## config.mk

```make
export PLATFORM = sky130hd
export DESIGN_NAME = layer_align
export DESIGN_NICKNAME = d
export VERILOG_FILES = /design/src/hw/colmix_pkg.sv /design/src/hw/layer_align.sv
export SDC_FILE = /design/constraint.sdc
export NUM_CORES = 1
export LEC_CHECK = 0
export BUFFER_PORTS_ARGS = -buffer_cell sky130_fd_sc_hd__buf_4
export CAP_MARGIN = 20
export CORE_MARGIN = 2
export CORE_UTILIZATION = 40
export CTS_CLUSTER_SIZE = 25
export DETAILED_ROUTE_END_ITERATION = 12
export GPL_ROUTABILITY_DRIVEN = 0
export PLACE_DENSITY = 0.78
export SYNTH_ARGS = -nofsm -noshare
export SYNTH_HDL_FRONTEND = slang
export SYNTH_SLANG_ARGS = --single-unit
```

## constraint.sdc

```tcl
create_clock -name clk -period 0.9 [get_ports clk]
set_input_delay 0.045 -clock clk [delete_from_list [all_inputs] [get_ports clk]]
set_output_delay 0.045 -clock clk [all_outputs]
set_load 0.02 [all_outputs]
```

## src/hw/colmix_pkg.sv

```systemverilog
// shared vector typedefs and packed structs for the colour mixer
package colmix_pkg;

    // one layer pixel, low nibble is the colour index
    // index 0 means transparent
    typedef logic [7:0] pixel_t;

    // winning layer code
    // 0 ba0, 1 obj, 2 ba1, 3 ba2
    typedef logic [1:0] layer_sel_t;

    // priority table address
    typedef logic [9:0] prio_addr_t;

    // palette address, layer code on top of the pixel
    typedef logic [9:0] pal_addr_t;

    // one colour channel
    typedef logic [7:0] color_t;

    // cpu data bus
    typedef logic [15:0] cpu_word_t;

    // layer enables, bit 0 ba0, 1 ba1, 2 ba2, 3 obj
    typedef logic [3:0] layer_mask_t;

    // cpu priority mode
    typedef logic [2:0] prisel_t;

    // the four layers of one screen pixel
    typedef struct packed {
        pixel_t ba0;
        pixel_t ba1;
        pixel_t ba2;
        pixel_t obj;
    } layer_pixels_t;

    // blanking levels, both active low
    typedef struct packed {
        logic lhbl;
        logic lvbl;
    } blank_t;

    // final colour
    typedef struct packed {
        color_t red;
        color_t green;
        color_t blue;
    } rgb_t;

endpackage

```

## src/hw/layer_align.sv

```systemverilog
// layer_align: stage 1 register for layer pixels and blanking levels
`timescale 1ns/100ps

module layer_align (
    input  logic                      clk,
    input  logic                      rst,
    input  logic                      pxl_cen,
    input  colmix_pkg::layer_pixels_t pxl,
    input  colmix_pkg::blank_t        blank,
    output colmix_pkg::layer_pixels_t pxl_q,
    output colmix_pkg::blank_t        blank_q
);

    // same step as the priority lookup
    // so sel and pixels arrive together at the mixer
    always_ff @(posedge clk) begin
        if (rst) begin
            pxl_q   <= '0;
            blank_q <= '0;
        end else if (pxl_cen) begin
            pxl_q   <= pxl;
            blank_q <= blank;
        end
    end

endmodule

```

# Word-level counts from Yosys, hierarchy flattened
# Index checks and enable logic that the tools add are counted.
# Widths: inputs -> output; s select.
[word_totals] ramBits=0 n_memories=0 input_bits=37 romBits=0 ff_bits=34 latch_bits=0 word_cells=6 out_inout_bits=34
[classes] n_lt_le_gt_ge=0 n_mux=0 n_bitwise=0 add_sub_neg=0 multipliers=0 n_eq_ne=0 n_reduce_logical=0 shifts=0 n_div=0

# Longest topological paths before layout
[depth] depth_word=0 depth_mapped=4 mapped_depth_nobuf=2

# Worst setup path before layout
# Ideal clock, no wire load.
[synth_timing] path_kind="register -> register" startpoint="reg blank_q[0] (netlist name)" endpoint="reg blank_q[0] in the netlist's numbering" t_required_ns=0.779 synth_period_minus_slack_ns=0.648 t_arrival_ns=0.527 path_stages_with_launch=3 setup_slack_ns=0.252 setup_time_ns=0.121 path_buffers=0 path_cell_list="dfxtp_1 -> mux2i_1 -> nor2_1"
[synth_lines] item="to (signal assigned)" line="layer_align.sv:22" rtl="blank_q <= blank;"
[synth_lines] item="to (decl)" line="layer_align.sv:11" rtl="output colmix_pkg::blank_t blank_q"

# Worst setup path in the final report
[layout_timing] startpoint="reg blank_q[1] in the netlist's numbering" endpoint="out blank_q[1] in the netlist's numbering"
# No word-level cell between the ends.

==> impl_metrics.env <==
export IMPL_postRouteAntennaNets=0
export IMPL_cp_arrival_ns=0.82
export IMPL_finalMaxSlewViolations=0
export IMPL_start_kind="flip-flop"
export IMPL_postSynthCellCount=110
export IMPL_setup_slack_ns=0.03870
export IMPL_rows=20
export IMPL_synth_cell_area_sq_um=1239
export IMPL_die_h_um=59.65
export IMPL_fin_worst_skew_ns=0
export IMPL_htreeDepth=2
export IMPL_post_cts_buffers=0
export IMPL_relSlewSlack=0.7754
export IMPL_crit_fanout=2
export IMPL_yosys_area_top_type_share=0.5495
export IMPL_clk_latency_ns=0.33
export IMPL_cts_tree="built"
export IMPL_yosys_top_cells_area="dfxtp_1, mux2i_1, nor2_1"
export IMPL_fmax_mhz=1161
export IMPL_path_class="reg2out"
export IMPL_fin_util=0.7363
export IMPL_initial_core_util=0.4125
export IMPL_syn_area_per_cell_sq_um=11.26
export IMPL_cp_end_kind="primary output"
export IMPL_wl_per_cell_um=13.53
export IMPL_worst_path_buf_inv=1
export IMPL_vias=1139
export IMPL_fin_crit_sh=0.9570
export IMPL_ys_flop_type="dfxtp_1"
export IMPL_grt_overflow_total=0
export IMPL_outcome="finished clean"
export IMPL_async_reset_ff_frac=0
export IMPL_fp_coreArea_sq_um=3003
export IMPL_synthMuxAreaShare=0.2747
export IMPL_cts_made_buffers=5
export IMPL_synth_top_family_by_area="multiplexers"
export IMPL_setup_viol=0
export IMPL_dieArea_sq_um=3558
export IMPL_nets=251
export IMPL_required_ns=0.85
export IMPL_cts_sinks=34
export IMPL_max_slew_worst_pin_slew_ns=0.3369
export IMPL_ir_worst_vdd_mv=1.057
export IMPL_path_delay_family="flip-flops"
export IMPL_portBuffers=70
export IMPL_synth_compound_area_frac=0
export IMPL_crit_start="blank_q[1]"
export IMPL_min_from="rst"
export IMPL_p_per_area_nw_per_um2=1531
export IMPL_wl_um=3355
export IMPL_drtIter0Drc=26
export IMPL_timing_hold_violations_final=0
export IMPL_critPathSlowestCell="dfxtp_2"
export IMPL_synth_warnings=0
export IMPL_synth_seq_area_share=0.5495
export IMPL_cts_path_max_buffers=2
export IMPL_antenna_found_initial=0
export IMPL_synthAdderAreaFrac=0
export IMPL_netlist_top_cells_count="dfxtp_1, mux2i_1, nor2_1"
export IMPL_synth_xor_area_share=0
export IMPL_dp_hpwl_um=1831
export IMPL_die_x_um=59.65
export IMPL_path_cells="buf_4"
export IMPL_dpl_cell_area_sq_um=1735
export IMPL_synth_edf_count=0
export IMPL_synth_top_cell_by_area="dfxtp_1"
export IMPL_vias_per_cell=4.593
export IMPL_cpPeakStageDelay_ns=0.34
export IMPL_drt_first_pass_iters=3
export IMPL_syn2layout_area_growth_pct=78.48
export IMPL_grt_usage=0.1977
export IMPL_synth_seq_cells=34
export IMPL_synth_distinct_cells=7
export IMPL_path_clk_slew_ns=0.09
export IMPL_io_pins=71
export IMPL_synthesis_nets=147
export IMPL_drc=0
export IMPL_grt_max_degree=35
export IMPL_antenna_cells=0
export IMPL_nFillCells=202
export IMPL_final_cell_area_sq_um=2211
export IMPL_period_minus_slack_ns=0.8613
export IMPL_grt_pass1_vias=1134
export IMPL_p_leak_nw=1.105
export IMPL_place_ws_ns=0.06963
export IMPL_ctsRootBufferMaster="clkbuf_4"
export IMPL_final_layout_size_suffix_gt1_frac=0.4930
export IMPL_r2r_start="blank_q[1]"
export IMPL_max_cap_violations=0
export IMPL_yosys_area_share_simple=0.1030
export IMPL_finalPower_mw=3.384
export IMPL_hold_path_class="in2reg"
export IMPL_grt_pass1_wl_um=5002
[report_power, final]
group          switching, mW  total, mW  internal [mW]
clock network          0.477       1.01          0.534
registers             0.0523       1.66           1.61
logic                  0.307      0.714          0.407
total                  0.836       3.38           2.55
[worst register-to-register path: stages, from the launching register on]
cell	delay [ns]
dfxtp_2	0.34
mux2i_1	0.16
nor2_1	0.05
[placed cells by master, fill, tap and decap left out]
cell	netlist	routed
dfxtp_1	34	7
clkbuf_8	0	3
mux2i_1	34	34
nor2_1	34	34
buf_12	3	1
buf_6	1	6
dfxtp_2	0	27
dlygate4sd3_1	0	34
clkbuf_4	0	5
buf_4	0	64
[through the flow]
step / TNS [ns] / hold slack [ns] / instances
final: 0 / 0.09369 / 248
after global routing: -0.002899 / 0.07871 / 248
after CTS: 0 / 0.07339 / 248
after detailed placement: 0 / 0.2888 / 206
after global placement: 0 / 0.2802 / 206
after floorplan: 0 / 0.1922 / 110
[area by class of cell]
| cell class | instances | area, sq um | share of cell area |
|---|---|---|---|
| Clock buffer | 8 | 78.83 | 0.03565 |
| Multi-Input combinational cell | 68 | 467.9 | 0.2117 |
| Sequential cell | 34 | 714.4 | 0.3231 |
| Tap cell | 33 | 41.29 | 0.01868 |
| Timing Repair Buffer | 105 | 908.4 | 0.4109 |
[registers in the layout, indices dropped and copies added, names as in the netlist]
name / cells
blank_q: 2
pxl_q: 32
[cells by family (layout without fill, tap and decap cells)]
logic type,Yosys count,in the layout
DFF,34,34
buffers and inverters,8,113
muxes,34,34
and+or+nand+nor,34,34
[routing by layer]
metal | share of wire | vias up | global-route usage
met5 | 0 | - | 0
li1 | - | 568 | -
met4 | 0.036 | 0 | 0.1397
met3 | 0.069 | 11 | 0.05411
met2 | 0.50 | 56 | 0.3509
met1 | 0.39 | 504 | 0.1954
[worst paths after layout]
path / to / slack (ns) / cells after the start
setup reg to reg: blank_q[1] / 0.23 / 2
hold reg to reg: pxl_q[29] / 0.49 / 2
setup / recovery: blank_q[1] / 0.04 / 1
hold / removal: pxl_q[7] / 0.09 / 2
[what timing repair did]
item | 4_1_cts | 5_1_grt
resized for setup | 4 | 29
setup endpoints to repair | 4 | 25
pin swaps | 0 | 0
endpoints found under the hold margin | 34 | 0
hold buffers | 34 | 0
(Power assumes the default switching activity.)
